<file path="src/source/gpu_params.svh">
`ifndef GPU_PARAMS_SVH
`define GPU_PARAMS_SVH

// GP0 environment opcodes, found in bits 31:24 of the command word
`define GP0_NOP          8'h03   // No operation
`define GP0_IRQ_REQ      8'h1F   // Raise GPU interrupt
`define GP0_DRAW_MODE    8'hE1   // Texpage, dither, semi-trans
`define GP0_TEX_WINDOW   8'hE2   // Texture window mask/offset
`define GP0_AREA_TL      8'hE3   // Drawing area top-left
`define GP0_AREA_BR      8'hE4   // Drawing area bottom-right
`define GP0_DRAW_OFFSET  8'hE5   // Drawing offset
`define GP0_MASK         8'hE6   // Mask bit handling

// GP1 opcodes, executed immediately
`define GP1_RESET        8'h00   // Full GPU reset
`define GP1_RESET_FIFO   8'h01   // Flush command buffer
`define GP1_ACK_IRQ      8'h02   // Clear irq flag
`define GP1_DISPLAY_EN   8'h03   // Bit 0 set turns display off
`define GP1_DMA_DIR      8'h04   // DMA direction in bits 1:0
`define GP1_DISPLAY_MODE 8'h08   // Resolution, video mode, depth
`define GP1_GET_INFO     8'h10   // Latch info into GPUREAD

`define GPU_STAT_RESET   32'h1480_2000 // Display off, idle, ready
`define GPU_VERSION      32'd2         // Info index 7

`define CMD_FIFO_DEPTH   16
`define CMD_FIFO_AW      4

// Wishbone word addresses
`define ADR_GP0          1'b0    // GP0 write, GPUREAD read
`define ADR_GP1          1'b1    // GP1 write, GPUSTAT read

`endif

</file>
<file path="src/source/gpu_pkg.sv">
package gpu_pkg;

   // Wishbone classic request from the CPU side
   typedef struct packed {
      logic        cyc;       // Bus cycle in progress
      logic        stb;       // Strobe for this transfer
      logic        we;        // Write enable
      logic        adr;       // Word address, GP0/GP1
      logic [31:0] dat;       // Write data
   } wb_req_t;

   // GPUSTAT, MSB first
   typedef struct packed {
      logic       rsvd31;
      logic [1:0] dma_dir;    // 30:29
      logic       cmd_idle;   // FIFO empty
      logic       rsvd27;
      logic       cmd_ready;  // FIFO not full
      logic       rsvd25;
      logic       irq;        // 24
      logic       display_off;
      logic       interlace;
      logic       color_depth;
      logic       video_mode;
      logic       vres;       // 19
      logic [1:0] hres1;      // 18:17
      logic       hres2;      // 16
      logic       tex_disable;
      logic       reverse;
      logic       interlace_field; // Held at 1
      logic       mask_en;    // 12
      logic       set_mask;   // 11
      logic       draw_to_display;
      logic       dither;
      logic [1:0] tex_depth;  // 8:7
      logic [1:0] semi_trans; // 6:5
      logic       tex_page_y;
      logic [3:0] tex_page_x; // 3:0
   } gpu_stat_t;

   // GP0 word views, one per opcode family
   typedef struct packed {
      logic [7:0]  opcode;
      logic [23:0] param;     // Generic parameter field
   } gp0_raw_t;

   typedef struct packed {
      logic [7:0]  opcode;
      logic [11:0] rsvd;
      logic        tex_disable;
      logic [10:0] mode;      // Maps onto GPUSTAT 10:0
   } gp0_mode_t;

   typedef struct packed {
      logic [7:0] opcode;
      logic [3:0] rsvd;
      logic [9:0] y;
      logic [9:0] x;
   } gp0_area_t;

   typedef struct packed {
      logic [7:0]  opcode;
      logic [1:0]  rsvd;
      logic [10:0] y;         // Signed offsets
      logic [10:0] x;
   } gp0_ofs_t;

   typedef struct packed {
      logic [7:0]  opcode;
      logic [21:0] rsvd;
      logic        mask_en;   // Check mask before draw
      logic        set_mask;  // Force mask bit on write
   } gp0_mask_t;

   typedef union packed {
      gp0_raw_t  raw;
      gp0_mode_t mode;
      gp0_area_t area;
      gp0_ofs_t  ofs;
      gp0_mask_t mask;
   } gp0_word_u;

   // Drawing environment set by GP0 E2..E5
   typedef struct packed {
      logic [19:0] tex_window;
      logic [19:0] area_tl;   // {y, x}
      logic [19:0] area_br;   // {y, x}
      logic [21:0] offset;    // {y, x}
   } draw_env_t;

   // GPUSTAT bits owned by the GP0 decoder
   typedef struct packed {
      logic        tex_disable; // Bit 15
      logic        mask_en;     // Bit 12
      logic        set_mask;    // Bit 11
      logic [10:0] mode;        // Bits 10:0
   } draw_mode_t;

endpackage

</file>
<file path="src/source/cmd_fifo.sv">
module cmd_fifo #(
   parameter int DEPTH = 16
) (
   input  logic        clk,
   input  logic        rst,
   input  logic        clr,     // Flush, beats push
   input  logic        push,
   input  logic [31:0] din,
   input  logic        pop,
   output logic [31:0] head,    // Oldest word
   output logic        full,
   output logic        empty
);
   localparam int AW = $clog2(DEPTH);
   localparam logic [AW:0] FULL_CNT = (AW+1)'(DEPTH);

   logic [31:0]   mem [DEPTH];    // Word storage
   logic [AW-1:0] wr_ptr;
   logic [AW-1:0] rd_ptr;
   logic [AW:0]   count;          // Occupancy
   logic          do_push;
   logic          do_pop;

   // Wrap at DEPTH, not only at a power of two
   function automatic logic [AW-1:0] next_ptr(input logic [AW-1:0] ptr);
      if (ptr == AW'(DEPTH - 1)) begin
         return '0;
      end
      return ptr + 1'b1;
   endfunction

   assign full    = (count == FULL_CNT);
   assign empty   = (count == '0);
   assign do_push = push & ~full;    // Drop on overflow
   assign do_pop  = pop & ~empty;
   assign head    = mem[rd_ptr];     // Show-ahead read

   always_ff @(posedge clk) begin
      if (do_push) begin
         mem[wr_ptr] <= din;
      end
   end

   always_ff @(posedge clk, posedge rst) begin
      if (rst) begin
         wr_ptr <= '0;
         rd_ptr <= '0;
         count  <= '0;
      end else if (clr) begin
         wr_ptr <= '0;                // Empty in one cycle
         rd_ptr <= '0;
         count  <= '0;
      end else begin
         if (do_push) wr_ptr <= next_ptr(wr_ptr);
         if (do_pop)  rd_ptr <= next_ptr(rd_ptr);
         case ({do_push, do_pop})
            2'b10:   count <= count + 1'b1;
            2'b01:   count <= count - 1'b1;
            default: count <= count;  // Both or neither
         endcase
      end
   end

endmodule

</file>
<file path="src/source/host_port.sv">
`include "gpu_params.svh"

module host_port import gpu_pkg::*; (
   input  logic        clk,
   input  logic        rst,
   input  wb_req_t     wb_req,
   output logic        wb_ack,
   output logic [31:0] wb_rdata,
   input  logic        fifo_full,
   input  gpu_stat_t   gpustat,
   input  logic [31:0] gpuread,
   output logic        gp0_push,
   output logic [31:0] gp0_word,
   output logic        gp1_valid,
   output logic [31:0] gp1_word
);
   logic req_seen;    // New request, not yet acked
   logic wr_gp0;
   logic wr_gp1;
   logic gp0_stall;   // Wait state while FIFO full
   logic ack_next;

   assign req_seen  = wb_req.cyc & wb_req.stb & ~wb_ack;
   assign wr_gp0    = wb_req.we & (wb_req.adr == `ADR_GP0);
   assign wr_gp1    = wb_req.we & (wb_req.adr == `ADR_GP1);
   assign gp0_stall = wr_gp0 & fifo_full;
   assign ack_next  = req_seen & ~gp0_stall;

   // Single-cycle ack, one cycle after the request shows up
   always_ff @(posedge clk, posedge rst) begin
      if (rst) begin
         wb_ack <= 1'b0;
      end else begin
         wb_ack <= ack_next;
      end
   end

   // Writes land on the same edge that registers ack
   assign gp0_push  = ack_next & wr_gp0 & (wb_req.dat != '0); // Zero never buffered
   assign gp0_word  = wb_req.dat;
   assign gp1_valid = ack_next & wr_gp1;
   assign gp1_word  = wb_req.dat;

   // Read data follows the registers during the ack cycle
   always_comb begin
      case (wb_req.adr)
         `ADR_GP1: wb_rdata = gpustat;
         default:  wb_rdata = gpuread;  // GPUREAD at address 0
      endcase
   end

endmodule

</file>
<file path="src/source/gp1_control.sv">
`include "gpu_params.svh"

module gp1_control import gpu_pkg::*; (
   input  logic        clk,
   input  logic        rst,
   input  logic        gp1_valid,
   input  logic [31:0] gp1_word,
   input  logic        irq_req,     // From GP0 0x1F
   input  draw_env_t   env,
   output logic        fifo_clr,
   output logic        env_clr,
   output gpu_stat_t   disp_stat,
   output logic [31:0] gpuread
);
   logic [7:0]  opcode;
   logic [3:0]  info_idx;   // GET_INFO selector
   gpu_stat_t   stat_q;
   logic        rd_ld;
   logic [31:0] rd_new;

   assign opcode   = gp1_word[31:24];
   assign info_idx = gp1_word[3:0];

   // Clear pulses act on the same edge as the GP1 write
   assign env_clr  = gp1_valid & (opcode == `GP1_RESET);
   assign fifo_clr = gp1_valid & ((opcode == `GP1_RESET) | (opcode == `GP1_RESET_FIFO));

   // GET_INFO source select
   always_comb begin
      rd_ld  = gp1_valid & (opcode == `GP1_GET_INFO);
      rd_new = gpuread;
      case (info_idx)
         4'h2:    rd_new = {12'd0, env.tex_window};
         4'h3:    rd_new = {12'd0, env.area_tl};
         4'h4:    rd_new = {12'd0, env.area_br};
         4'h5:    rd_new = {10'd0, env.offset};
         4'h7:    rd_new = `GPU_VERSION;
         4'h8:    rd_new = '0;
         default: rd_ld  = 1'b0;          // Unlisted index keeps GPUREAD
      endcase
   end

   always_ff @(posedge clk, posedge rst) begin
      if (rst) begin
         stat_q  <= gpu_stat_t'(`GPU_STAT_RESET);
         gpuread <= '0;
      end else begin
         if (gp1_valid) begin
            case (opcode)
               `GP1_RESET: begin
                  stat_q  <= gpu_stat_t'(`GPU_STAT_RESET);
                  gpuread <= '0;
               end
               `GP1_ACK_IRQ:    stat_q.irq         <= 1'b0;
               `GP1_DISPLAY_EN: stat_q.display_off <= gp1_word[0]; // 1 blanks output
               `GP1_DMA_DIR:    stat_q.dma_dir     <= gp1_word[1:0];
               `GP1_DISPLAY_MODE: begin
                  stat_q.hres1       <= gp1_word[1:0];
                  stat_q.vres        <= gp1_word[2];
                  stat_q.video_mode  <= gp1_word[3];  // NTSC/PAL
                  stat_q.color_depth <= gp1_word[4];
                  stat_q.interlace   <= gp1_word[5];
                  stat_q.hres2       <= gp1_word[6];
                  stat_q.reverse     <= gp1_word[7];
               end
               default: ;                         // FIFO flush and info handled elsewhere
            endcase
         end
         if (rd_ld) begin
            gpuread <= rd_new;
         end
         if (irq_req) begin
            stat_q.irq <= 1'b1;                   // Request beats ack
         end
      end
   end

   // Fields owned elsewhere are overridden at the top level
   assign disp_stat = stat_q;

endmodule

</file>
<file path="src/source/gp0_decoder.sv">
`include "gpu_params.svh"

module gp0_decoder import gpu_pkg::*; (
   input  logic        clk,
   input  logic        rst,
   input  logic        env_clr,   // GP1 reset
   input  logic [31:0] head,
   input  logic        empty,
   output logic        pop,
   output logic        irq_req,   // One-cycle pulse
   output draw_mode_t  draw_mode,
   output draw_env_t   env
);
   gp0_word_u cmd;

   assign cmd = head;       // Decode through opcode views
   assign pop = ~empty;     // Every command is a single word here

   always_ff @(posedge clk, posedge rst) begin
      if (rst) begin
         irq_req   <= 1'b0;
         draw_mode <= '0;
         env       <= '0;
      end else if (env_clr) begin
         irq_req   <= 1'b0;   // Popped word is dropped with the flush
         draw_mode <= '0;
         env       <= '0;
      end else begin
         irq_req <= 1'b0;
         if (pop) begin
            case (cmd.raw.opcode)
               `GP0_NOP: ;
               `GP0_IRQ_REQ: begin
                  irq_req <= 1'b1;
               end
               `GP0_DRAW_MODE: begin
                  draw_mode.mode        <= cmd.mode.mode;
                  draw_mode.tex_disable <= cmd.mode.tex_disable;
               end
               `GP0_TEX_WINDOW: begin
                  env.tex_window <= cmd.raw.param[19:0]; // Mask and offset
               end
               `GP0_AREA_TL: begin
                  env.area_tl <= {cmd.area.y, cmd.area.x};
               end
               `GP0_AREA_BR: begin
                  env.area_br <= {cmd.area.y, cmd.area.x};
               end
               `GP0_DRAW_OFFSET: begin
                  env.offset <= {cmd.ofs.y, cmd.ofs.x};
               end
               `GP0_MASK: begin
                  draw_mode.set_mask <= cmd.mask.set_mask;
                  draw_mode.mask_en  <= cmd.mask.mask_en;
               end
               default: ;   // Render opcodes, popped and discarded
            endcase
         end
      end
   end

endmodule

</file>
<file path="src/source/gpu_top.sv">
`include "gpu_params.svh"

module gpu_top import gpu_pkg::*; (
   input  logic        clk,
   input  logic        rst,
   input  wb_req_t     wb_req,
   output logic        wb_ack,
   output logic [31:0] wb_rdata
);
   logic        gp0_push;
   logic [31:0] gp0_word;
   logic        gp1_valid;
   logic [31:0] gp1_word;
   logic        fifo_full;
   logic        fifo_empty;
   logic        fifo_clr;
   logic [31:0] fifo_head;
   logic        pop;
   logic        env_clr;
   logic        irq_req;
   draw_mode_t  draw_mode;
   draw_env_t   env;
   gpu_stat_t   disp_stat;
   gpu_stat_t   gpustat;
   logic [31:0] gpuread;

   host_port u_host_port (
      .clk, .rst, .wb_req, .wb_ack, .wb_rdata,
      .fifo_full, .gpustat, .gpuread,
      .gp0_push, .gp0_word, .gp1_valid, .gp1_word
   );

   cmd_fifo #(.DEPTH(`CMD_FIFO_DEPTH)) u_cmd_fifo (
      .clk, .rst, .clr(fifo_clr), .push(gp0_push), .din(gp0_word),
      .pop, .head(fifo_head), .full(fifo_full), .empty(fifo_empty)
   );

   gp0_decoder u_gp0_decoder (
      .clk, .rst, .env_clr, .head(fifo_head), .empty(fifo_empty),
      .pop, .irq_req, .draw_mode, .env
   );

   gp1_control u_gp1_control (
      .clk, .rst, .gp1_valid, .gp1_word, .irq_req, .env,
      .fifo_clr, .env_clr, .disp_stat, .gpuread
   );

   // GPUSTAT merge
   always_comb begin
      gpustat = disp_stat;                       // Display, DMA, irq
      {gpustat.draw_to_display, gpustat.dither, gpustat.tex_depth,
       gpustat.semi_trans, gpustat.tex_page_y, gpustat.tex_page_x} = draw_mode.mode;
      gpustat.tex_disable     = draw_mode.tex_disable;
      gpustat.mask_en         = draw_mode.mask_en;
      gpustat.set_mask        = draw_mode.set_mask;
      gpustat.interlace_field = 1'b1;            // No video timing
      gpustat.cmd_ready       = ~fifo_full;
      gpustat.cmd_idle        = fifo_empty;
      gpustat.rsvd25          = 1'b0;
      gpustat.rsvd27          = 1'b0;
      gpustat.rsvd31          = 1'b0;
   end

endmodule

</file>
<file path="config.mk">
export PLATFORM = sky130hd
export DESIGN_NAME = gpu_top
export DESIGN_NICKNAME = d
export VERILOG_FILES = /design/src/source/gpu_pkg.sv /design/src/source/cmd_fifo.sv /design/src/source/host_port.sv /design/src/source/gp1_control.sv /design/src/source/gp0_decoder.sv /design/src/source/gpu_top.sv
export VERILOG_INCLUDE_DIRS = /design/src /design/src/source
export SDC_FILE = /design/constraint.sdc
export NUM_CORES = 1
export LEC_CHECK = 0
export BUFFER_PORTS_ARGS = -buffer_cell sky130_fd_sc_hd__buf_2
export CORE_MARGIN = 10
export CORE_UTILIZATION = 60
export CTS_BUF_LIST = sky130_fd_sc_hd__clkbuf_8
export DETAILED_ROUTE_END_ITERATION = 8
export PLACE_DENSITY = 0.81
export SYNTH_ARGS = -nofsm -noshare
export SYNTH_HDL_FRONTEND = slang
export SYNTH_SLANG_ARGS = --single-unit
export TNS_END_PERCENT = 50
</file>
<file path="constraint.sdc">
create_clock -name clk -period 6.7 [get_ports clk]
set_input_delay 0 -clock clk [delete_from_list [all_inputs] [get_ports clk]]
set_output_delay 0 -clock clk [all_outputs]
set_load 0.01 [all_outputs]
</file>
# Word level (Yosys, flattened, before mapping)
# Memories as Yosys holds them, arrays and structs flattened.
# Cells that the tools add are included.
[word_totals] out_inout_bits=33 regBits=155 ram_bits=512 inputBits=38 mem_count=1 wordCells=151
[memory_table] memory="u_cmd_fifo.mem" words=16 width=32 rd=1 rd_ports_with_merged_regs=0 write_ports=1 line_no="cmd_fifo.sv:17" rtl="logic [31:0] mem [DEPTH];"
[classes] mux=45 bitwise=19 reduce_logical=31 n_eq_ne=27 n_addsub=4
[ops] op="one-hot mux 32 bit (6 select lines)" n=1
[ops] op="two-way mux 82 bit" n=2
[ops] op="two-way mux 32 bit" n=4
[ops] op="two-way mux 20 bit" n=3
[ops] op="equality test 8 bit (second input constant)" n=6
[ops] op="two-way mux 4 bit" n=8
[ops] op="nonzero test 32 bit" n=1
[ops] op="two-way mux 14 bit" n=2
[ops] op="nonzero test 2 bit" n=14
[ops] op="two-way mux 25 bit" n=1
[ops] op="two-way mux 22 bit" n=1
[ops] op="AND reduction 2 bit" n=10
[ops] op="equality test 8 x 2 -> 1 bit (second input constant)" n=2
[ops] op="equality test 8 x 5 -> 1 bit (second input constant)" n=2
[ops] op="two-way mux 1 bit" n=15
[ops] op="one-hot mux 7 bit (2 select lines)" n=1
[ops] op="AND 1 bit" n=13
[ops] op="equality test 4 x 3 -> 1 bit (second input constant)" n=3
[ops] op="equality test 4 bit (second input constant)" n=3
[ops] op="two-way mux 11 bit" n=1
[ops] op="one-hot mux 5 bit (2 select lines)" n=1
[ops] op="adder 4 x 1 -> 4 bit (second input constant)" n=2
[ops] op="equality test 4 x 2 -> 1 bit (second input constant)" n=2
[ops] op="equality test 8 x 1 -> 1 bit (second input constant)" n=1
[ops] op="other kinds (21)" n=27

# Logic depth before layout (Yosys ltp)
# Gate-level depths: netlist of the first run.
[logic_depth] ltp_word=13 ltp_mapped=12

# Cells and area by module
# Synthesis of the first run repeated with hierarchy kept, for this count alone.
[unflattened] cells_unflattened=1687 hier_area_um2=28329.7
[by_module_without_submodules] module="cmd_fifo" cells_per_inst=944 area_each_um2=20473.4 n_inst=1
[by_module_without_submodules] module="gp0_decoder" cells_per_inst=352 area_each_um2=4380.5 n_inst=1
[by_module_without_submodules] module="gp1_control" cells_per_inst=270 area_each_um2=2419.8 n_inst=1
[by_module_without_submodules] module="host_port" cells_per_inst=118 area_each_um2=1044.8 n_inst=1
[by_module_without_submodules] module="gpu_top" cells_per_inst=3 area_each_um2=11.3 n_inst=1

# Worst setup path after synthesis of the first run
# OpenSTA, ideal clock, no wires.
[synth_path] path_type="register -> register" from="register u_host_port.wb_ack" to="memory u_cmd_fifo.mem[0][0], enable pin" required_ns=6.245 synth_period_minus_slack_ns=4.368 arrival_ns=3.913 path_slack_ns=2.332 stages_incl_launch_ff=8 cell_sequence="dfrtp_1 > nand3b_1 > a2111oi_0 > o31a_1 > clkbuf_1 > clkbuf_1 > nand2_1 > nor3_1"
[synth_between] elab_chain_len=8
[synth_rtl] item="start, declared" line_no="host_port.sv:7" rtl="output logic wb_ack,"
[synth_rtl] item="start signal, assigned" line_no="host_port.sv:34" rtl="wb_ack <= ack_next;"
[synth_rtl] item="NOT 1 bit" line_no="host_port.sv:23" rtl="assign req_seen = wb_req.cyc & wb_req.stb & ~wb_ack;"
[synth_rtl] item="AND 1 bit" line_no="host_port.sv:23"
[synth_rtl] item="AND 1 bit" line_no="host_port.sv:27" rtl="assign ack_next = req_seen & ~gp0_stall;"
[synth_rtl] item="AND 1 bit (2 in a row)" line_no="host_port.sv:39" rtl="assign gp0_push = ack_next & wr_gp0 & (wb_req.dat != '0);"
[synth_rtl] item="AND 1 bit" line_no="cmd_fifo.sv:34" rtl="assign do_push = push & ~full;"
[synth_rtl] item="two-way mux 1 bit" line_no="cmd_fifo.sv:39" rtl="if (do_push) begin"
[synth_rtl] item="two-way mux 1 bit (implied by the code)" line_no="cmd_fifo.sv:40" rtl="mem[wr_ptr] <= din;"
[synth_rtl] item="end, declared" line_no="cmd_fifo.sv:17"
# Every way passes these cells.

# Worst setup path in the final report of the first run
[layout_path] from="input wb_req[24] (netlist bit)" to="register u_cmd_fifo.count[4]"
[layout_between] elab_chain_len=6 elab_cells_between_ends=12 cone_classes="eq/ne (3); mux (2); bitwise (4); reduce/logical (3)"
[layout_rtl] item="start, declared" line_no="gpu_top.sv:6" rtl="input wb_req_t wb_req,"
[layout_rtl] item="nonzero test 32 bit" line_no="host_port.sv:39"
[layout_rtl] item="AND 1 bit" line_no="host_port.sv:39"
[layout_rtl] item="AND 1 bit" line_no="cmd_fifo.sv:34"
[layout_rtl] item="equality test 2 x 1 -> 1 bit / equality test 2 bit (equally long branches)" line_no="cmd_fifo.sv:56" rtl="case ({do_push, do_pop})"
[layout_rtl] item="one-hot mux 5 bit (2 select lines)" line_no="cmd_fifo.sv:56"
[layout_rtl] item="two-way mux 5 bit" line_no="cmd_fifo.sv:49" rtl="end else if (clr) begin"
[layout_rtl] item="end signal, assigned" line_no="cmd_fifo.sv:57" rtl="2'b10: count <= count + 1'b1;"
[layout_rtl] item="end signal, assigned" line_no="cmd_fifo.sv:58" rtl="2'b01: count <= count - 1'b1;"
[layout_rtl] item="end signal, assigned" line_no="cmd_fifo.sv:59" rtl="default: count <= count;"
[layout_rtl] item="end, declared" line_no="cmd_fifo.sv:20" rtl="logic [AW:0] count;"
# Parallel ways exist; a longest one is shown, timed or not.
# A chain may end at the register's enable or synchronous reset.

==> results.md, run 1 <==
- Most frequent cells after synthesis: edfxtp_1 (480), nand2_1 (148), dfrtp_1 (144), mux4_2 (140), mux2i_1 (105)
- Hold Path Stages: 5
- # hold bufs at CTS: 37
- Mean Syn Cell Area: 18.0 um2
- Placed instance count: a little under 2,000
- TritonCTS clock tree: built
- Synth Register Bits: between 600 and 700
- Final Power: 10.1 mW
- # rows: 75
- CTS Sinks: 625
- Die area: 50,700 um2
- Ranking of synthesized cells by area: edfxtp_1 (57%), dfrtp_1 (14%), mux4_2 (12%)
- DRT Wirelength: 58,600 um
- Max Cap Viol: 0
- CTS H-tree depth: 3
- Hold_sp: wb_req[35]
- Fill cell count: approximately 2,500
- DR DRC count: 0
- Sequential Power Share: between 40% and 50%
- Critical path arrival: roughly 4.2 ns
- DR iter-0 viols: 1,969
- Wire per inst: between 20 and 30 um
- Synthesized instance count: 1,406
- Psw: 3.05 mW
- Multi-input combinational cell area: 6870 um2
- Worst setup EP type: flop
- Final core utilization: 67.7%
- Pint: 7.05 mW
- Via density: 6.46
- Final Hold Vio Count: 0
- RSZ-0062 raised after global routing: no
- Pin count of the biggest net entering global routing: 102
- Primary FF master, synth: edfxtp_1
- DRT Pass-1 Iters: 6
- Maximum clock insertion buffer count: 3
- Total track usage: 23.6%
- Num ports: 71
- Unique masters post-synth: 59
- Critical path type: in -> reg
- Async set-reset flop share out of synthesis: 23.2%
- Setup WS post-layout: 2.99 ns
- Worst clock skew: roughly 0.039 ns
- Non-Filler Instances: 2,163
- Synth top area share: 57.0%
- Initial Util: 60.5%
- Vias in the first global route: approximately 15,000
- R2R Path End: u_gp0_decoder.env[17]
- Post-synthesis sequential area ratio: 71.4%
- Crit share post-route: 55.4%
- Post-DRT Antenna Nets: 0
- Total CTS buffers: 94
- Grt ovf: 0
- Post-Syn Area: 25,300 um2
- IO buf count: 67
- Global-route wire length before repair: 89,000 um
- Reg2reg start: u_cmd_fifo.rd_ptr[1]
- Worst-Margin Slew: 1.26 ns
- Leading area contributor after synthesis: edfxtp_1
- Clock network fraction of total power: 28.0%
- Status: completed
- Hold path endpoint: u_gp1_control.disp_stat[29]
- Hold Path Class: in -> reg
- Vias: 14,000
- Logic gate share of total power: 25.6%
- Chip Width: 225 um
- Clock period minus worst slack: 3.71 ns
- Dpl ws: 2.94 ns
- Post-cts repair resize count: 0
- Routability cong.: 0.775
- Worst-path clk slew: 0.06 ns
- Setup TNS: 0 ns
- Max Slew Vio Count: 0
- Areal power density over the cells: between 300 and 400 nW/um2
- Count leader, synth: edfxtp_1
- CP required: 7.21 ns
- Synth Warn #: 0
- Flop-to-flop setup slack: roughly 3.2 ns
- Clock Latency Late Sink: just under 0.7 ns
- Clock root cell: clkbuf_8
- Max transition margin: between 15 and 20%
- FF+latch area: roughly 18,000 um2
- Setup bufs post-CTS: 0
- Crit path max fanout: 23
- Final setup viols: 0
- Layout Nets: about 1,600
- R2R cell count: 5
- Post-synth EDFFs: 480
- Sw Ratio: 30.2%
- Core area: 41,800 um2
- Fraction of layout cells with a size suffix above 1: 25.1%
- Initial antenna violation count: 8
- DPL Wire Length: 33,000 um
- CP startpoint kind: input port
- VDD IR max: between 150 and 200 uV
- Max Freq: 269 MHz
- Layout Area Growth over Synthesis: 12.0%
- LEAKAGE: roughly 11 nW
- Die Height: 225 um
-- power groups by stage --
stage	Combinational [mW]	Clock [mW]	Sequential [mW]
4_1_cts	2.59	2.87	4.68
6_report	2.59	2.83	4.68
3_5_place_dp	2.56	0	4.76
5_1_grt	2.79	3.04	4.72
2_1_floorplan	2.08	0	4.55
3_3_place_gp	2.48	0	4.75
-- cells in the final DEF, fill, tap and decap left out, drive strengths merged, types with 3 or more instances in the layout --
master       instances
buf                 97
ha                   8
a21o                 4
a21boi              20
nor3                 9
mux2i              105
nand3               37
xnor2                4
a22oi                8
a211oi               3
diode                3
nor2                38
dfrtp              144
a22o                 6
clkbuf             101
inv                 47
nor4b                3
mux2                21
dlygate4sd3         37
conb                 3
nor4                12
and2                 6
nand2              151
edfxtp             480
mux4               140
nand2b               3
o21ai               36
nand4                5
a21oi               13
a222oi              19
clkinv              33
-- worst max-delay path, cell delays in order --
cell and delay (ns):
dlygate4sd3_1 0.54, buf_2 0.26, nor4_1 1.09, nand3_1 0.27, o31a_1 0.58, nor2_1 0.39
ha_1 0.35, a21o_1 0.18, a21oi_1 0.23, nor2_1 0.07, a32oi_1 0.15, o2bb2ai_1 0.09
-- per-stage QoR --
| stage | instance area, um2 | hold WS (ns) |
|---|---|---|
| after floorplan | 25300 | 0.0504 |
| after global placement | 26200 | 0.207 |
| after detailed placement | 26200 | 0.219 |
| after CTS | 28300 | 0.00316 |
| after global routing | 28300 | 0.0763 |
| final | 28300 | 0.0211 |
-- flip-flops by register name (all words and copies together), names as in the netlist --
register and cells:
u_gp1_control.gpuread 22, u_cmd_fifo.wr_ptr 4, u_gp1_control.disp_stat 12, u_cmd_fifo.rd_ptr 4, u_host_port.wb_ack 1, u_gp0_decoder.irq_req 1, u_cmd_fifo.count 5, u_cmd_fifo.mem 480
u_gp0_decoder.env 82, u_gp0_decoder.draw_mode 14
-- kinds of logic after synthesis --
logic type	Yosys count	share of synthesized area, %
AOI/OAI and AO/OA	121	3.40
xor gates and xnor gates	6	0.208
adders and majority gates	9	0.475
buffers and inverters	105	2.02
DFF	625	71.4
muxes	266	17.6
other	1	0.0148
and+or+nand+nor	273	4.90
-- how the worst max path moves through the flow --
stage                       start                    to  slack [ns]  cells after the start
3_3_place_gp           wb_req[24]   u_cmd_fifo.count[4]        3.04                     11
3_5_place_dp           wb_req[24]   u_cmd_fifo.count[4]        2.94                     11
6_report               wb_req[24]   u_cmd_fifo.count[4]        2.99                     12
5_1_grt                wb_req[24]   u_cmd_fifo.count[4]        2.83                     12
4_1_cts                wb_req[24]   u_cmd_fifo.count[4]        3.05                     12
2_1_floorplan  u_host_port.wb_ack  u_cmd_fifo.mem[0][0]        2.33                      7
-- area by class of cell --
type	instances	share of cell area (%)
clock buffers	101	4.91
well taps	539	2.38
repair buffers	134	3.29
clock inverters	65	1.04
inverters	18	0.257
flip-flops and latches	625	63.8
diodes	3	0.0265
multi-input cells	678	24.3
-- per-layer routing --
metal / part of all wire [%] / track usage (%) / routed length [um]
met1: 38 / 31.1 / 22600
met2: 48 / 37.4 / 28300
met3: 9.7 / 5.91 / 5710
met4: 3.4 / 9.76 / 1980
met5: 0.078 / 0 / 46
Note: power is estimated with default switching activity, not from simulation.
==> inputs of run 2 (changes only) <==
==> constraint.sdc (replaced) <==
create_clock -name clk -period 3.55 [get_ports clk]
set_input_delay 0 -clock clk [delete_from_list [all_inputs] [get_ports clk]]
set_output_delay 0 -clock clk [all_outputs]
set_load 0.01 [all_outputs]
==> results.md, run 2 (synthesis results as in run 1) <==
- DR DRC count: 0 (unchanged)
- Crit path largest cell delay: 0.93 ns (was 1.09 ns)
- Layout Area Growth over Synthesis: 13.3% (was 12.0%)
- Fraction of layout cells with a size suffix above 1: 26.5% (was 25.1%)
- Max Cap Viol: 0 (unchanged)
- TritonCTS clock tree: built (unchanged)
- Logic gate share of total power: 26.8% (was 25.6%)
- Global-route wire length before repair: 89,300 um (was 89,000 um)
- Final Power: 19.3 mW (was 10.1 mW)
- Crit path max fanout: 23 (unchanged)
- CTS Sinks: 625 (unchanged)
- Layout Nets: 1,623 (was 1,598)
- Die Height: 225 um (unchanged)
- DR iter-0 viols: 1,737 (was 1,969)
- Post-cts repair resize count: 0 (unchanged)
- Worst path slowest cell: nor2_4 (was nor4_1)
- Final setup viols: 0 (unchanged)
- Via density: 6.42 (was 6.46)
- DRT Pass-1 Iters: 6 (unchanged)
- Vias: 14,000 (about the same)
- IO buf count: 67 (unchanged)
- Reg2reg start: u_host_port.wb_ack (was u_cmd_fifo.rd_ptr[1])
- Worst-path clk slew: 0.06 ns (about the same)
- Critical path type: reg -> reg (was in -> reg)
- Worst-Margin Slew: 1.23 ns (was 1.26 ns)
- Max FFs per register: 480 (unchanged)
- Clock Latency Late Sink: 0.67 ns (was 0.68 ns)
- Worst setup EP type: flop (unchanged)
- Sw Ratio: 30.4% (was 30.2%)
- # rows: 75 (unchanged)
- LEAKAGE: 10.9 nW (was 10.8 nW)
- Core area: 41,800 um2 (unchanged)
- Grt ovf: 0 (unchanged)
- Crit share post-route: 92.8%
- Pin count of the biggest net entering global routing: 150 (was 102)
- Clock network fraction of total power: 27.9% (was 28.0%)
- Total track usage: 23.6% (about the same)
- Hold Path Class: in -> async (was in -> reg)
- Pint: 13.4 mW (was 7.05 mW)
- Cell breakdown of the critical path: nand3b_1, a2111oi_0, o31a_1, nand2_1, nor2_4, buf_4 (was dlygate4sd3_1, buf_2, nor4_1, nand3_1, o31a_1, nor2_1, ha_1, a21o_1, a21oi_1, nor2_1, a32oi_1, o2bb2ai_1)
- Max transition margin: 17.6% (was 15.2%)
- Setup WS post-layout: 0.254 ns (was 2.99 ns)
- Post-DRT Antenna Nets: 0 (unchanged)
- Areal power density over the cells: 674 nW/um2 (was 357 nW/um2)
- Num ports: 71 (unchanged)
- Largest Register: u_cmd_fifo.mem (unchanged)
- Clock period minus worst slack: 3.30 ns
- Die area: 50,700 um2 (unchanged)
- Initial Util: 60.5% (unchanged)
- Chip Width: 225 um (unchanged)
- Sequential Power Share: 45.3% (was 46.4%)
- Setup bufs post-CTS: 0 (unchanged)
- Top flop regs: u_cmd_fifo.mem x480, u_gp0_decoder.env x82, u_gp1_control.gpuread x22 (unchanged)
- Final Hold Vio Count: 0 (unchanged)
- CTS H-tree depth: 3 (unchanged)
- Maximum clock insertion buffer count: 3 (unchanged)
- Vias in the first global route: 14,400 (was 14,500)
- Clock root cell: clkbuf_8 (unchanged)
- Max Freq: 303 MHz
- DPL Wire Length: 34,300 um (was 33,000 um)
- Leading cell type in the layout, fill and taps excluded: edfxtp_1 (unchanged)
- Total CTS buffers: 93 (was 94)
- RSZ-0062 raised after global routing: no (unchanged)
- Most frequent cells in the layout: edfxtp_1 (480), nand2_1 (147), dfrtp_1 (141), mux4_2 (140), mux2i_1 (105) (unchanged)
- Max Slew Vio Count: 0 (unchanged)
- Worst clock skew: 0.0208 ns (was 0.0385 ns)
- Critical path arrival: 3.65 ns (was 4.23 ns)
- Origin of the worst setup path: u_host_port.wb_ack (was wb_req[24])
- Wire per inst: 26.9 um (was 27.1 um)
- CP startpoint kind: flop (was input port)
- Routability cong.: 0.881 (was 0.775)
- Psw: 5.87 mW (was 3.05 mW)
- Dpl ws: 0.310 ns (was 2.94 ns)
- Hold_ws: 0.0362 ns (was 0.0211 ns)
- Status: completed (unchanged)
- CP required: 3.90 ns (was 7.21 ns)
- Initial antenna violation count: 2 (was 8)
- VDD IR max: 348 uV (was 197 uV)
- DRT Wirelength: 58,800 um (was 58,600 um)
==> run 2: cell count changes in the layout (fill, tap and decap cells not counted), sizes merged <==
cell         change
dlygate4sd3      -2
buf             +28
diode            -2
clkinv           +1
bufinv           +1
clkbuf           -4
clkinvlp         +1
==> run 2: per-stage QoR <==
stage | cell area, um2 | utilization (%) | TNS [ns] | instances
finish | 28600 | 68.6 | 0 | 2186
floorplan | 25300 | - | -1.38 | 1408
global route | 28600 | 68.6 | 0 | 2186
global placement | 26600 | 63.7 | 0 | 1985
CTS | 28600 | 68.6 | 0 | 2185
detailed placement | 26600 | 63.7 | 0 | 1985
==> run 2: critical path, delay by kind of cell (launching register included) <==
family | cells | cell delay [ns]
AO/OA/AOI/OAI | 2 | 0.85
AND/OR/NAND/NOR | 3 | 1.43
flip-flops | 1 | 0.37
buffers and inverters | 1 | 0.33
==> run 2: power groups by stage <==
stage	logic [mW]	clock network, mW	registers, mW
6_report	5.17	5.39	8.74
5_1_grt	5.55	5.77	8.79
4_1_cts	5.15	5.45	8.74
3_5_place_dp	5.09	0	8.88
3_3_place_gp	4.95	0	8.86
2_1_floorplan	3.94	0	8.58
==> run 2: layout make-up <==
type | instances | area [um2]
repair buffers | 160 | 1260
clock buffers | 97 | 1340
inverters | 18 | 71.3
multi-input cells | 678 | 6880
flip-flops and latches | 625 | 18100
fillers | 2542 | 13100
diodes | 1 | 2.50
well taps | 539 | 674
clock inverters | 68 | 365
==> run 2: final timing paths <==
path	endpoint	slack, ns	cells after the start
setup / recovery	u_cmd_fifo.mem[4][14]	0.25	6
hold / removal	u_gp1_control.gpuread[18]	0.04	3
setup reg to reg	u_cmd_fifo.mem[4][14]	0.25	6
hold reg to reg	u_gp1_control.disp_stat[24]	0.48	1
max in group asynchronous	u_cmd_fifo.rd_ptr[0]	2.44	4
min in group clk	u_cmd_fifo.count[3]	0.06	6
==> run 2: layer usage <==
| metal | track usage, % | vias to the layer above | share of wire [%] |
|---|---|---|---|
| met5 | 0 | - | 0.014 |
| li1 | - | 5906 | - |
| met2 | 37.8 | 787 | 49 |
| met3 | 5.75 | 103 | 9.5 |
| met4 | 8.65 | 2 | 2.4 |
| met1 | 31.3 | 7226 | 39 |
==> run 2: repair_timing <==
action	in CTS	in global routing
hold buffers	35	0
hold endpoints to repair	528	0
endpoints found under the setup margin	0	0
==> inputs of run 3 (changes only) <==
--- a/config.mk
+++ b/config.mk
@@ -6,13 +6,16 @@
 export SDC_FILE = /design/constraint.sdc
 export NUM_CORES = 1
 export LEC_CHECK = 0
+export ABC_CLOCK_PERIOD_IN_PS = 3550
 export BUFFER_PORTS_ARGS = -buffer_cell sky130_fd_sc_hd__buf_2
 export CORE_MARGIN = 10
 export CORE_UTILIZATION = 60
 export CTS_BUF_LIST = sky130_fd_sc_hd__clkbuf_8
 export DETAILED_ROUTE_END_ITERATION = 8
 export PLACE_DENSITY = 0.81
+export SETUP_SLACK_MARGIN = 0.4
 export SYNTH_ARGS = -nofsm -noshare
 export SYNTH_HDL_FRONTEND = slang
+export SYNTH_HIERARCHICAL = 1
 export SYNTH_SLANG_ARGS = --single-unit
 export TNS_END_PERCENT = 50
==> results.md, run 3 <==
- Status: completed (unchanged)
- CP required: 3.80 ns (was 3.90 ns)
- RSZ-0062 raised after global routing: yes (was no)
- CP startpoint kind: flop (unchanged)
- Max Freq: 326 MHz (was 303 MHz)
- DPL Wire Length: 36,800 um (was 34,300 um)
- Top flop regs: u_cmd_fifo/mem x480, u_gp0_decoder/env x82, u_gp1_control/gpuread x22 (was u_cmd_fifo.mem x480, u_gp0_decoder.env x82, u_gp1_control.gpuread x22)
- Synth Warn #: 6 (was 0)
- Initial Util: 60.7% (was 60.5%)
- Post-Syn Area: 26,800 um2 (was 25,300 um2)
- Synthesized instance count: 1,600 (was 1,406)
- Crit share post-route: 86.3% (was 92.8%)
- Max Cap Viol: 0 (unchanged)
- Pin count of the biggest net entering global routing: 120 (was 150)
- Via density: 6.17 (was 6.42)
- Critical path arrival: 3.31 ns (was 3.65 ns)
- Worst clock skew: 0.0238 ns (was 0.0208 ns)
- Max transition margin: 19.8% (was 17.6%)
- Cell breakdown of the critical path: or4_4, nor2_2, a31oi_2, o2111a_1, buf_4, o211ai_2, nor2_4 (was nand3b_1, a2111oi_0, o31a_1, nand2_1, nor2_4, buf_4)
- Max FFs per register: 480 (unchanged)
- Maximum clock insertion buffer count: 3 (unchanged)
- Mean Syn Cell Area: 16.8 um2 (was 18.0 um2)
- Hold Path Class: in -> reg (was in -> async)
- Global-route wire length before repair: 91,300 um (was 89,300 um)
- Setup TNS: 0 ns (unchanged)
- Critical path type: reg -> reg (unchanged)
- Core area: 44,200 um2 (was 41,800 um2)
- Worst-Margin Slew: 1.20 ns (was 1.23 ns)
- Wire per inst: 24.4 um (was 26.9 um)
- Origin of the worst setup path: u_cmd_fifo/count[1] (was u_host_port.wb_ack)
- Total CTS buffers: 93 (unchanged)
- Final Hold Vio Count: 0 (unchanged)
- Max Slew Vio Count: 0 (unchanged)
- Hold_sp: wb_req[34]
- DR DRC count: 0 (unchanged)
- Clock root cell: clkbuf_8 (unchanged)
- Post-DRT Antenna Nets: 0 (unchanged)
- Chip Width: 232 um (was 225 um)
- Clock period minus worst slack: 3.06 ns (was 3.30 ns)
- Crit path max fanout: 30 (was 23)
- IO buf count: 67 (unchanged)
- R2R Path End: u_cmd_fifo/mem[7][10] (was u_cmd_fifo.mem[4][14])
- Clock Latency Late Sink: 0.65 ns (was 0.67 ns)
- Total track usage: 22.1% (was 23.6%)
- Layout Nets: 1,772 (was 1,623)
- Die area: 53,600 um2 (was 50,700 um2)
- Worst path slowest cell: nor2_4 (unchanged)
- LEAKAGE: 11.3 nW (was 10.9 nW)
- DRT Pass-1 Iters: 7 (was 6)
- CTS Sinks: 625 (unchanged)
- Largest Register: u_cmd_fifo/mem (was u_cmd_fifo.mem)
- DR iter-0 viols: 1,618 (was 1,737)
- Worst setup EP type: flop (unchanged)
- Die Height: 232 um (was 225 um)
- Initial antenna violation count: 2 (unchanged)
- Leading cell type in the layout, fill and taps excluded: edfxtp_1 (unchanged)
- Worst-path clk slew: 0.06 ns (about the same)
- Areal power density over the cells: 676 nW/um2 (was 674 nW/um2)
- VDD IR max: 404 uV (was 348 uV)
- Final setup viols: 0 (unchanged)
- Most frequent cells in the layout: edfxtp_1 (480), dfrtp_1 (139), mux2i_1 (130), nand2b_1 (123), mux4_2 (120) (was edfxtp_1 (480), nand2_1 (147), dfrtp_1 (141), mux4_2 (140), mux2i_1 (105))
- Layout Area Growth over Synthesis: 12.1% (was 13.3%)
- Reg2reg start: u_cmd_fifo/count[1] (was u_host_port.wb_ack)
- Num ports: 71 (unchanged)
- # rows: 77 (was 75)
- Flop-to-flop setup slack: 0.49 ns (was 0.25 ns)
- Final Power: 20.4 mW (was 19.3 mW)
- Grt ovf: 0 (unchanged)
- Vias in the first global route: 15,300 (was 14,400)
- TritonCTS clock tree: built (unchanged)
- Fraction of layout cells with a size suffix above 1: 26.0% (was 26.5%)
- CTS H-tree depth: 3 (unchanged)
- R2R cell count: 7 (was 6)
- Routability cong.: 0.797 (was 0.881)
- DRT Wirelength: 58,400 um (was 58,800 um)
- Vias: 14,800 (was 14,000)
- Critical path destination: u_cmd_fifo/mem[7][10] (was u_cmd_fifo.mem[4][14])
- Crit path largest cell delay: 0.98 ns (was 0.93 ns)
## run 3: what timing repair did
item | in CTS | in global routing
pin swaps | 0 | 2
resized for setup | 1 | 4
buffers inserted | 0 | 6
endpoints found under the setup margin | 405 | 432
endpoints found under the hold margin | 611 | 0
hold buffers | 37 | 0
## run 3: critical path, delay by kind of cell (launching register included)
family,cells,cell delay (ns)
compound gates,3,0.71
buf+inv,1,0.17
flops,1,0.54
simple gates,3,1.22
## run 3: worst min path at each step
| stage | cells past startpoint | to | slack, ns |
|---|---|---|---|
| 2_1_floorplan | 1 | u_host_port/wb_ack | -0.27 |
| 4_1_cts | 6 | u_gp1_control/disp_stat[29] | 0.01 |
| 3_3_place_gp | 2 | u_host_port/wb_ack | -0.1 |
| 3_5_place_dp | 2 | u_host_port/wb_ack | -0.10 |
| 5_1_grt | 6 | u_gp1_control/disp_stat[29] | 0.09 |
| 6_report | 6 | u_gp1_control/disp_stat[29] | 0.05 |
## run 3: per-layer routing
layer	share of wire, %	GRT usage (%)	vias up
met1	40	29.7	7596
li1	-	-	6437
met2	50	35.8	616
met5	0.022	0	-
met4	2.6	7.93	2
met3	7.3	4.25	106
## run 3: area by class of cell
type,count,area [um2]
fill,2778,14100
tap,592,741
clock inverter,62,343
antenna,1,2.50
clock buffer,106,1460
inverter,30,115
timing repair buffer,176,1430
sequential,625,18100
multi-input combinational,801,7950
## run 3: report_power, final
part / switching (mW) / internal, mW / total (mW)
clock network: 2.63 / 2.95 / 5.57
logic: 3.20 / 2.65 / 5.84
registers: 0.568 / 8.37 / 8.94
total: 6.39 / 14.0 / 20.4
## run 3: per-stage QoR
stage               util (%)  setup slack (ns)  instance area, um2  instances  hold WS (ns)
finish                  68.1             0.486               30100       2393        0.0484
global route            68.1             0.377               30100       2393        0.0852
CTS                     67.9             0.325               30000       2386       0.00984
detailed placement      63.0             0.233               27800       2181        -0.100
global placement        63.0             0.394               27800       2181       -0.0988
floorplan                  -             0.287               26900       1611        -0.271
